## config.mk

```make
export PLATFORM = sky130hd
export DESIGN_NAME = fetch_if_stage
export DESIGN_NICKNAME = d
export VERILOG_FILES = /design/src/source/fetch_pkg.sv /design/src/source/fetch_pc_select.sv /design/src/source/fetch_prefetch_buffer.sv /design/src/source/fetch_compressed_decoder.sv /design/src/source/fetch_if_stage.sv
export VERILOG_INCLUDE_DIRS = /design/src /design/src/include
export SDC_FILE = /design/constraint.sdc
export NUM_CORES = 1
export LEC_CHECK = 0
export ABC_AREA = 1
export BUFFER_PORTS_ARGS = -buffer_cell sky130_fd_sc_hd__buf_2
export CORE_AREA = 2 2 161 163
export CTS_CLUSTER_SIZE = 16
export DETAILED_ROUTE_END_ITERATION = 12
export DIE_AREA = 0 0 163 165
export PLACE_DENSITY = 0.86
export RECOVER_POWER = 25
export SLEW_MARGIN = 30
export SYNTH_ARGS = -nofsm -noshare
export SYNTH_HDL_FRONTEND = slang
export SYNTH_SLANG_ARGS = --single-unit
```

## constraint.sdc

```tcl
create_clock -name clk -period 2.9 [get_ports clk]
set_input_delay 0.725 -clock clk [delete_from_list [all_inputs] [get_ports clk]]
set_output_delay 0.725 -clock clk [all_outputs]
set_load 0.05 [all_outputs]
```

## src/include/fetch_macros.svh

```systemverilog
// fetch-stage build constants
// queue depth must be a power of two, and the outstanding limit must not exceed it
`ifndef FETCH_MACROS_SVH
`define FETCH_MACROS_SVH

//////////////////////////////////////////////////////////////////////
// address space
//////////////////////////////////////////////////////////////////////

// byte address width, trap vector layout assumes 32
`define FETCH_ADDR_W 32

//////////////////////////////////////////////////////////////////////
// prefetch sizing
//////////////////////////////////////////////////////////////////////

// instruction queue entries, 2 or 4
`define FETCH_QUEUE_DEPTH 2

// accepted bus requests still waiting for their response
`define FETCH_MAX_OUTSTANDING 2

`endif

```

## src/source/fetch_pkg.sv

```systemverilog
// types shared by the fetch stage and its testbench
// struct widths follow FETCH_ADDR_W from the macro header
`include "fetch_macros.svh"

package fetch_pkg;

  // redirect source for the next fetch address
  typedef enum logic [2:0] {
    PC_BOOT      = 3'd0,
    PC_JUMP      = 3'd1,
    PC_EXCEPTION = 3'd2,
    PC_IRQ       = 3'd3,
    PC_MRET      = 3'd4
  } pc_mux_e;

  // base opcodes produced by the compressed expander
  typedef enum logic [6:0] {
    OPC_LOAD   = 7'h03,
    OPC_OP_IMM = 7'h13,
    OPC_STORE  = 7'h23,
    OPC_OP     = 7'h33,
    OPC_JAL    = 7'h6f
  } opcode_e;

  // instruction bus request, address held while ungranted
  typedef struct packed {
    logic                     valid;
    logic [`FETCH_ADDR_W-1:0] addr;
  } instr_req_t;

  // one response per accepted request, in order
  typedef struct packed {
    logic        rvalid;
    logic [31:0] rdata;
  } instr_resp_t;

  // queue entry, fetch address and returned word
  typedef struct packed {
    logic [`FETCH_ADDR_W-1:0] addr;
    logic [31:0]              word;
  } fetch_item_t;

  // IF/ID register as seen by decode
  typedef struct packed {
    logic                     instr_valid;
    logic [31:0]              instr;
    logic [`FETCH_ADDR_W-1:0] pc;
    logic                     is_compressed;
    logic                     illegal_c_insn;
    logic [15:0]              compressed_instr;
  } if_id_pipe_t;

endpackage

```

## src/source/fetch_pc_select.sv

```systemverilog
// redirect target selection, purely combinational
// jump and mepc targets are expected word aligned, only bit 0 is cleared here
`timescale 1ns/1ps
`include "fetch_macros.svh"

module fetch_pc_select (
  input  fetch_pkg::pc_mux_e        pc_mux_i,
  input  logic [`FETCH_ADDR_W-1:0]  boot_addr_i,
  input  logic [23:0]               mtvec_i,
  input  logic [4:0]                irq_id_i,
  input  logic [`FETCH_ADDR_W-1:0]  jump_target_i,
  input  logic [`FETCH_ADDR_W-1:0]  mepc_i,
  output logic [`FETCH_ADDR_W-1:0]  target_o
);
  import fetch_pkg::*;

  logic [`FETCH_ADDR_W-1:0] trap_base;
  logic [`FETCH_ADDR_W-1:0] irq_offset;
  logic [`FETCH_ADDR_W-1:0] boot_aligned;

  // mtvec holds bits 31:8 of the trap table, table is 256 byte aligned
  assign trap_base = {mtvec_i, 8'h00};

  // vectored interrupts, one word per id
  assign irq_offset = `FETCH_ADDR_W'({irq_id_i, 2'b00});

  // boot address is forced to a word boundary
  assign boot_aligned = {boot_addr_i[`FETCH_ADDR_W-1:2], 2'b00};

  always_comb
  begin
    unique case (pc_mux_i)
      PC_BOOT:
        target_o = boot_aligned;
      PC_JUMP:
        target_o = {jump_target_i[`FETCH_ADDR_W-1:1], 1'b0};
      // all synchronous exceptions share the table base
      PC_EXCEPTION:
        target_o = trap_base;
      // no carry out of the low byte, ids stop at 31
      PC_IRQ:
        target_o = trap_base + irq_offset;
      PC_MRET:
        target_o = {mepc_i[`FETCH_ADDR_W-1:1], 1'b0};
      default:
        target_o = boot_aligned;
    endcase
  end

endmodule

```

## src/source/fetch_prefetch_buffer.sv

```systemverilog
// request issue and in-order instruction queue, one instruction per 32-bit word
// a redirect withdraws any ungranted request, the new address shows one cycle later
// fetch address resets to 0, the top forces a boot redirect right after reset
`timescale 1ns/1ps
`include "fetch_macros.svh"

module fetch_prefetch_buffer (
  input  logic                      clk,
  input  logic                      rst_n,
  input  logic                      req_i,
  input  logic                      redirect_i,
  input  logic [`FETCH_ADDR_W-1:0]  redirect_addr_i,
  output fetch_pkg::instr_req_t     instr_req_o,
  input  logic                      instr_gnt_i,
  input  fetch_pkg::instr_resp_t    instr_resp_i,
  output logic                      head_valid_o,
  output fetch_pkg::fetch_item_t    head_o,
  input  logic                      pop_i,
  output logic                      busy_o
);
  import fetch_pkg::*;

  localparam int unsigned DEPTH   = `FETCH_QUEUE_DEPTH;
  localparam int unsigned MAX_OUT = `FETCH_MAX_OUTSTANDING;
  localparam int unsigned PTR_W   = $clog2(DEPTH);
  localparam int unsigned CNT_W   = $clog2(DEPTH + 1);
  localparam int unsigned OUT_W   = $clog2(MAX_OUT + 1);

  // queue storage, slots between alloc and fill wait for their word
  fetch_item_t              queue_q [DEPTH];
  logic [PTR_W-1:0]         rd_ptr_q;
  logic [PTR_W-1:0]         fill_ptr_q;
  logic [PTR_W-1:0]         alloc_ptr_q;
  logic [CNT_W-1:0]         occ_q;

  // in-flight bookkeeping
  logic [OUT_W-1:0]         out_q;
  logic [OUT_W-1:0]         out_next;
  logic [OUT_W-1:0]         discard_q;
  logic [`FETCH_ADDR_W-1:0] fetch_addr_q;

  logic                     room;
  logic                     req_valid;
  logic                     accept;
  logic                     resp_keep;
  logic                     resp_drop;

  //////////////////////////////////////////////////////////////////////
  // bus request side
  //////////////////////////////////////////////////////////////////////

  // every in-flight request may still need a queue slot
  assign room = (int'(out_q) + int'(occ_q) < DEPTH) && (int'(out_q) < MAX_OUT);

  assign req_valid         = req_i && room && !redirect_i;
  assign instr_req_o.valid = req_valid;
  assign instr_req_o.addr  = fetch_addr_q;
  assign accept            = req_valid && instr_gnt_i;

  // responses to requests from before a redirect are dropped
  assign resp_drop = instr_resp_i.rvalid && (discard_q != '0);
  assign resp_keep = instr_resp_i.rvalid && (discard_q == '0);

  assign out_next = out_q + OUT_W'(accept) - OUT_W'(instr_resp_i.rvalid);

  always_ff @(posedge clk or negedge rst_n)
  begin
    if (!rst_n)
    begin
      fetch_addr_q <= '0;
      out_q        <= '0;
      discard_q    <= '0;
      rd_ptr_q     <= '0;
      fill_ptr_q   <= '0;
      alloc_ptr_q  <= '0;
      occ_q        <= '0;
    end
    else
    begin
      out_q <= out_next;
      if (redirect_i)
      begin
        // everything still in flight belongs to the old stream
        fetch_addr_q <= redirect_addr_i;
        discard_q    <= out_next;
        rd_ptr_q     <= '0;
        fill_ptr_q   <= '0;
        alloc_ptr_q  <= '0;
        occ_q        <= '0;
      end
      else
      begin
        if (accept)
        begin
          fetch_addr_q <= fetch_addr_q + `FETCH_ADDR_W'(4);
          alloc_ptr_q  <= alloc_ptr_q + 1'b1;
        end
        if (resp_drop)
        begin
          discard_q <= discard_q - 1'b1;
        end
        if (resp_keep)
        begin
          fill_ptr_q <= fill_ptr_q + 1'b1;
        end
        if (pop_i)
        begin
          rd_ptr_q <= rd_ptr_q + 1'b1;
        end
        occ_q <= occ_q + CNT_W'(resp_keep) - CNT_W'(pop_i);
      end
    end
  end

  //////////////////////////////////////////////////////////////////////
  // queue storage
  //////////////////////////////////////////////////////////////////////

  // address reserved at grant, word filled in on response
  always_ff @(posedge clk)
  begin
    if (accept)
    begin
      queue_q[alloc_ptr_q].addr <= fetch_addr_q;
    end
    if (resp_keep && !redirect_i)
    begin
      queue_q[fill_ptr_q].word <= instr_resp_i.rdata;
    end
  end

  // head is hidden during the flush cycle
  assign head_valid_o = (occ_q != '0) && !redirect_i;
  assign head_o       = queue_q[rd_ptr_q];
  assign busy_o       = (out_q != '0);

  // top only pops what is offered
  a_pop_has_head: assert property (@(posedge clk) disable iff (!rst_n)
    pop_i |-> head_valid_o)
    else $error("pop without a valid queue head");

  a_out_limit: assert property (@(posedge clk) disable iff (!rst_n)
    int'(out_q) <= MAX_OUT)
    else $error("outstanding requests above limit");

  // the bus never answers a request that was not accepted
  a_resp_expected: assert property (@(posedge clk) disable iff (!rst_n)
    instr_resp_i.rvalid |-> (out_q != '0))
    else $error("response with no request outstanding");

endmodule

```

## src/source/fetch_compressed_decoder.sv

```systemverilog
// RV32C expansion for c.addi, c.li, c.mv, c.add, c.j, c.lw and c.sw
// every other compressed encoding is flagged illegal
`timescale 1ns/1ps

module fetch_compressed_decoder (
  input  logic [31:0] word_i,
  output logic [31:0] instr_o,
  output logic        is_compressed_o,
  output logic        illegal_o
);
  import fetch_pkg::*;

  logic [2:0] funct3;
  logic [4:0] rd;
  logic [4:0] rs2;
  logic [4:0] rdp;
  logic [4:0] rs1p;

  // compressed register fields map onto x8..x15
  assign funct3 = word_i[15:13];
  assign rd     = word_i[11:7];
  assign rs2    = word_i[6:2];
  assign rdp    = {2'b01, word_i[4:2]};
  assign rs1p   = {2'b01, word_i[9:7]};

  assign is_compressed_o = (word_i[1:0] != 2'b11);

  always_comb
  begin
    // full-width words pass through untouched
    instr_o   = word_i;
    illegal_o = 1'b0;
    if (is_compressed_o)
    begin
      illegal_o = 1'b1;
      unique case (word_i[1:0])
        // quadrant 0, loads and stores
        2'b00:
        begin
          if (funct3 == 3'b010)
          begin
            // c.lw, offset scaled by 4
            instr_o = {5'b0, word_i[5], word_i[12:10], word_i[6], 2'b00,
                       rs1p, 3'b010, rdp, OPC_LOAD};
            illegal_o = 1'b0;
          end
          else if (funct3 == 3'b110)
          begin
            // c.sw, rs2' sits where rd' does for c.lw
            instr_o = {5'b0, word_i[5], word_i[12], rdp, rs1p, 3'b010,
                       word_i[11:10], word_i[6], 2'b00, OPC_STORE};
            illegal_o = 1'b0;
          end
        end
        // quadrant 1, immediates and jumps
        2'b01:
        begin
          if (funct3 == 3'b000)
          begin
            // c.addi, sign-extended 6 bit immediate
            instr_o = {{6{word_i[12]}}, word_i[12], word_i[6:2], rd, 3'b000, rd, OPC_OP_IMM};
            illegal_o = 1'b0;
          end
          else if (funct3 == 3'b010)
          begin
            // c.li as addi rd, x0, imm
            instr_o = {{6{word_i[12]}}, word_i[12], word_i[6:2], 5'b0, 3'b000, rd, OPC_OP_IMM};
            illegal_o = 1'b0;
          end
          else if (funct3 == 3'b101)
          begin
            // c.j as jal x0, offset bits reshuffled into J layout
            instr_o = {word_i[12], word_i[8], word_i[10:9], word_i[6], word_i[7],
                       word_i[2], word_i[11], word_i[5:3], word_i[12],
                       {8{word_i[12]}}, 5'b0, OPC_JAL};
            illegal_o = 1'b0;
          end
        end
        // quadrant 2, only the register moves and adds
        2'b10:
        begin
          // rs2 of zero would be c.jr, c.jalr or c.ebreak
          if ((funct3 == 3'b100) && (rs2 != 5'b0))
          begin
            if (!word_i[12])
            begin
              instr_o = {7'b0, rs2, 5'b0, 3'b000, rd, OPC_OP};
            end
            else
            begin
              instr_o = {7'b0, rs2, rd, 3'b000, rd, OPC_OP};
            end
            illegal_o = 1'b0;
          end
        end
        default:
        begin
          illegal_o = 1'b1;
        end
      endcase
    end
  end

endmodule

```

## src/source/fetch_if_stage.sv

```systemverilog
// instruction fetch stage top, a boot redirect is taken in the first cycle after reset
// redirect targets must be word aligned since fetch always steps by 4
`timescale 1ns/1ps
`include "fetch_macros.svh"

module fetch_if_stage (
  input  logic                      clk,
  input  logic                      rst_n,
  input  logic                      req_i,
  input  logic [`FETCH_ADDR_W-1:0]  boot_addr_i,
  input  logic [23:0]               mtvec_i,
  input  logic [4:0]                irq_id_i,
  input  logic                      pc_set_i,
  input  fetch_pkg::pc_mux_e        pc_mux_i,
  input  logic [`FETCH_ADDR_W-1:0]  jump_target_i,
  input  logic [`FETCH_ADDR_W-1:0]  mepc_i,
  input  logic                      id_ready_i,
  input  logic                      clear_instr_valid_i,
  output fetch_pkg::instr_req_t     instr_req_o,
  input  logic                      instr_gnt_i,
  input  fetch_pkg::instr_resp_t    instr_resp_i,
  output fetch_pkg::if_id_pipe_t    if_id_o,
  output logic                      mtvec_init_o,
  output logic                      busy_o,
  output logic                      imiss_o
);
  import fetch_pkg::*;

  logic                     boot_q;
  logic                     redirect;
  pc_mux_e                  pc_sel;
  logic [`FETCH_ADDR_W-1:0] target;
  logic                     head_valid;
  fetch_item_t              head;
  logic                     if_valid;
  logic [31:0]              dec_instr;
  logic                     dec_compressed;
  logic                     dec_illegal;

  // one-shot boot redirect out of reset, an explicit pc_set wins
  always_ff @(posedge clk or negedge rst_n)
  begin
    if (!rst_n)
    begin
      boot_q <= 1'b1;
    end
    else
    begin
      boot_q <= 1'b0;
    end
  end

  assign redirect = pc_set_i || boot_q;
  assign pc_sel   = pc_set_i ? pc_mux_i : PC_BOOT;

  // csr file loads its mtvec default on boot
  assign mtvec_init_o = pc_set_i && (pc_mux_i == PC_BOOT);

  fetch_pc_select u_pc_select (
    .pc_mux_i      (pc_sel),
    .boot_addr_i   (boot_addr_i),
    .mtvec_i       (mtvec_i),
    .irq_id_i      (irq_id_i),
    .jump_target_i (jump_target_i),
    .mepc_i        (mepc_i),
    .target_o      (target)
  );

  fetch_prefetch_buffer u_prefetch (
    .clk             (clk),
    .rst_n           (rst_n),
    .req_i           (req_i),
    .redirect_i      (redirect),
    .redirect_addr_i (target),
    .instr_req_o     (instr_req_o),
    .instr_gnt_i     (instr_gnt_i),
    .instr_resp_i    (instr_resp_i),
    .head_valid_o    (head_valid),
    .head_o          (head),
    .pop_i           (if_valid),
    .busy_o          (busy_o)
  );

  fetch_compressed_decoder u_c_decoder (
    .word_i          (head.word),
    .instr_o         (dec_instr),
    .is_compressed_o (dec_compressed),
    .illegal_o       (dec_illegal)
  );

  // head moves into decode whenever decode can take it
  assign if_valid = head_valid && id_ready_i;

  // decode ready but nothing to hand over
  assign imiss_o = id_ready_i && !redirect && !head_valid;

  //////////////////////////////////////////////////////////////////////
  // IF/ID register, frozen while decode stalls
  //////////////////////////////////////////////////////////////////////

  always_ff @(posedge clk or negedge rst_n)
  begin
    if (!rst_n)
    begin
      if_id_o <= '0;
    end
    else if (if_valid)
    begin
      if_id_o.instr_valid      <= 1'b1;
      if_id_o.instr            <= dec_instr;
      if_id_o.pc               <= head.addr;
      if_id_o.is_compressed    <= dec_compressed;
      if_id_o.illegal_c_insn   <= dec_illegal;
      if_id_o.compressed_instr <= head.word[15:0];
    end
    else if (clear_instr_valid_i)
    begin
      if_id_o.instr_valid <= 1'b0;
    end
  end

  // pc comes from redirect targets plus 4 steps, so misalignment means a bad target
  a_pc_aligned: assert property (@(posedge clk) disable iff (!rst_n)
    if_id_o.instr_valid |-> (if_id_o.pc[1:0] == 2'b00))
    else $error("IF/ID pc not word aligned");

endmodule

```

==> summary.txt <==
Worst Hold End - u_prefetch.queue_q[0][22]
Critical path class - flip-flop to primary output
Synth cell types - 57
Worst Tran Pin Value - 1.707 ns
Synth Instances - 1,384
Max-cap viol count - 1
Port Buffers - 280
GRT Util Overall - 27.86%
Post-CTS Setup Repair Bufs - 0
# H-tree levels - 1
Final period util - 96.34%
First-pass GRT wire length - 57,580 um
Critical Path, Cell by Cell - nand2_1 > inv_1 > fa_1 > nor2_1 > and3_1 > buf_6
Layout Skew - 0.01294 ns
Outcome - finished, violations left
Drt first pass iters - 5
EDFF count, synth - 126
CTS root buf - clkbuf_16
Switch Pwr - 0.004889 W
Global route overflow - 0
Area after DPL - 0.01410 mm^2
Sink Count - 249
CTS tree - built
Failing checks - capacitance limit, slew limit
Peak supply drop - 0.6997 mV
Number of global-route vias before repair - 10,550
TritonCTS buffer count - 25
CP Launch Type - flip-flop
Highest clock rate - 357.9 MHz
Core ar. - 0.02504 mm^2
Final WL - 38,060 um
Largest net degree at the start of global routing - 67
Top_reg_cell synth - edfxtp_1
Reg2Reg Depth - 8
DRT antenna net count - 0
Sequential area share after synthesis - 56.21%
Clk pwr share - 25.6%
Die area - 0.02690 mm^2
DRC viols - 0
Synth Warn # - 0
Hold Crit Class - input pin to flip-flop
Synth top area share - 30.99%
IO Pins - 287
Unrepaired setup endpoints after global routing - false
Most frequent cells in the layout - nand2_1 (418), buf_2 (260), nor2_1 (164)
Max-slew violation count - 26
Leakage - 6.857 nW
Iteration-0 DRC Markers - 1,171
Synth area leader - edfxtp_1
RePlAce Congestion - 0.9702
Rel. slew slack - -13.82%
Die H - 165 um
Internal power - 0.007042 W
Clock latency on the worst-skew pair - 0.53 ns
Combinational share of power - 33.8%
Final Setup Violations - 0
Max incr delay on CP - 0.43 ns
Max FO, Critical Path - 4
Initial antenna violation count - 3
Clock buffer depth - 3
Worst path required time - 2.17 ns
Worst Setup End Kind - primary output
Part of the power in registers - 40.6%
Synth top area cells - edfxtp_1 (31%), dfrtp_1 (25%), nand2_1 (13%)
Syn_area_per_cell - 8.822 um^2
FP Rows - 58
Slowest-stage cell, CP - fa_1
DIE WIDTH - 163 um
Power per cell area - 803.1 mW/mm^2
Nets - 1,836
Reg-to-Reg End - u_prefetch.queue_q[0][50]
Hold Path Cell Cnt - 1
R2R Setup Slk - 0.49 ns
Tmin final - 2.794 ns
Starting Density - 48.77%
Hold Startpoint - instr_resp_i[22]
Final hold vios - 0
Post-route cell area - 0.01486 mm^2
Share of cells above drive strength 1 - 23.35%
Sw frac - 40.97%
Clk slew on worst S/H paths - 0.07 ns
Total number of vias - 11,000
Synth-to-Final Area Change - 21.67%
Asr flop ratio synth - 49.40%
Via density per instance - 5.467
Post-DP HPWL - 28,450 um
Synth Cell Area - 0.01221 mm^2
Reg2Reg Launch Point - u_prefetch.occ_q[0]
Commonest non-fill, non-tap cell in the layout - nand2_1
Synthesized flop and latch total - 249
TNS Setup - 0 ns
Wirelength per Cell - 18.91 um
Critical path arrival - 2.07 ns
[power groups by stage]
stage / registers, W / logic, W / clock network [W]
after floorplan: 0.00662 / 0.00105 / 0
after global placement: 0.00486 / 0.00395 / 0
after detailed placement: 0.00489 / 0.00403 / 0
after CTS: 0.00483 / 0.00405 / 0.00308
after global routing: 0.00490 / 0.00429 / 0.00323
final: 0.00484 / 0.00404 / 0.00305
[metrics by stage]
stage	instances	setup WS (ns)	utilization, %	total power (W)	hold WS (ns)
after floorplan	1386	0.09571	-	0.007668	0.4294
after global placement	1965	0.3532	56.30	0.008807	0.4518
after detailed placement	1965	0.3482	56.30	0.008924	0.4588
after CTS	2009	0.02736	59.39	0.01197	0.1397
after global routing	2010	0.005970	59.32	0.01242	0.3797
final	2012	0.1062	59.34	0.01193	0.3869
[critical path, delay by kind of cell, from the launching register on]
family,cells,cell delay (ns)
AND/OR/NAND/NOR,3,0.49
adder cells (fa/ha/maj),1,0.43
flip-flops,1,0.41
buffers and inverters,2,0.23
[layer usage]
| metal | vias up | routed length (um) | global-route usage [%] | part of all wire [%] |
|---|---|---|---|---|
| li1 | 5185 | - | - | - |
| met1 | 5139 | 14580 | 33.78 | 38 |
| met3 | 102 | 3014 | 4.972 | 7.9 |
| met2 | 574 | 18560 | 48.07 | 49 |
| met5 | - | 0 | 0 | 0 |
| met4 | 0 | 1904 | 13.80 | 5.0 |
[worst max path at each step]
stage                     depth (start not counted)                 from                     endpoint
final                                             6  u_prefetch.occ_q[0]              instr_req_o[32]
after global placement                            6             pc_set_i                      imiss_o
after global routing                              6  u_prefetch.occ_q[0]              instr_req_o[32]
after detailed placement                          9  u_prefetch.occ_q[0]  u_prefetch.fetch_addr_q[14]
after floorplan                                   5             pc_set_i     u_prefetch.queue_q[0][0]
after CTS                                         6  u_prefetch.occ_q[0]              instr_req_o[32]
[timing repair]
action / in CTS / in global routing
setup endpoints to repair: 0 / 1
resized for setup: 0 / 3
hold buffers: 0 / 0
[sequential cells by signal, indices dropped and copies added, names as in the netlist]
name / count
u_prefetch.rd_ptr_q: 1
if_id_o: 82
u_prefetch.fill_ptr_q: 1
u_prefetch.out_q: 2
u_prefetch.queue_q: 126
boot_q: 1
u_prefetch.alloc_ptr_q: 1
u_prefetch.fetch_addr_q: 31
u_prefetch.discard_q: 2
u_prefetch.occ_q: 2
[synth_stat cells, drive strengths merged, types with 2 or more instances]
cell type and n:
nand2 432, nor2 178, edfxtp 126, dfrtp 122
inv 93, o21ai 83, nand3 66, a21oi 53
buf 31, clkbuf 31, o31ai 31, nand4 27
or2 15, xor2 15, nor3 14, a22oi 6
a31oi 6, o211ai 6, xnor2 6, ha 5
mux2i 4, nand3b 4, a22o 3, o21a 3
o21bai 3, a211oi 2, a21boi 2, o221ai 2
o22ai 2
[layout make-up]
class                           count  area [um^2]
Antenna cell                        3        7.507
Clock buffer                       34        710.7
Clock inverter                     10        61.31
Fill cell                        2185        10180
Inverter                           94        354.1
Multi-Input combinational cell    981         4716
Sequential cell                   249         6864
Tap cell                          330        412.9
Timing Repair Buffer              311         1729
[logic make-up after synthesis]
family	after synthesis	synth area share [%]
adder cells (fa/ha/maj)	6	0.6764
AO/OA/AOI/OAI	206	10.03
AND/OR/NAND/NOR	740	25.67
multiplexers	5	0.4202
buffers and inverters	156	5.452
other	1	0.03071
XOR/XNOR	21	1.506
flip-flops	249	56.21
Power figures use the tool's default switching activity.
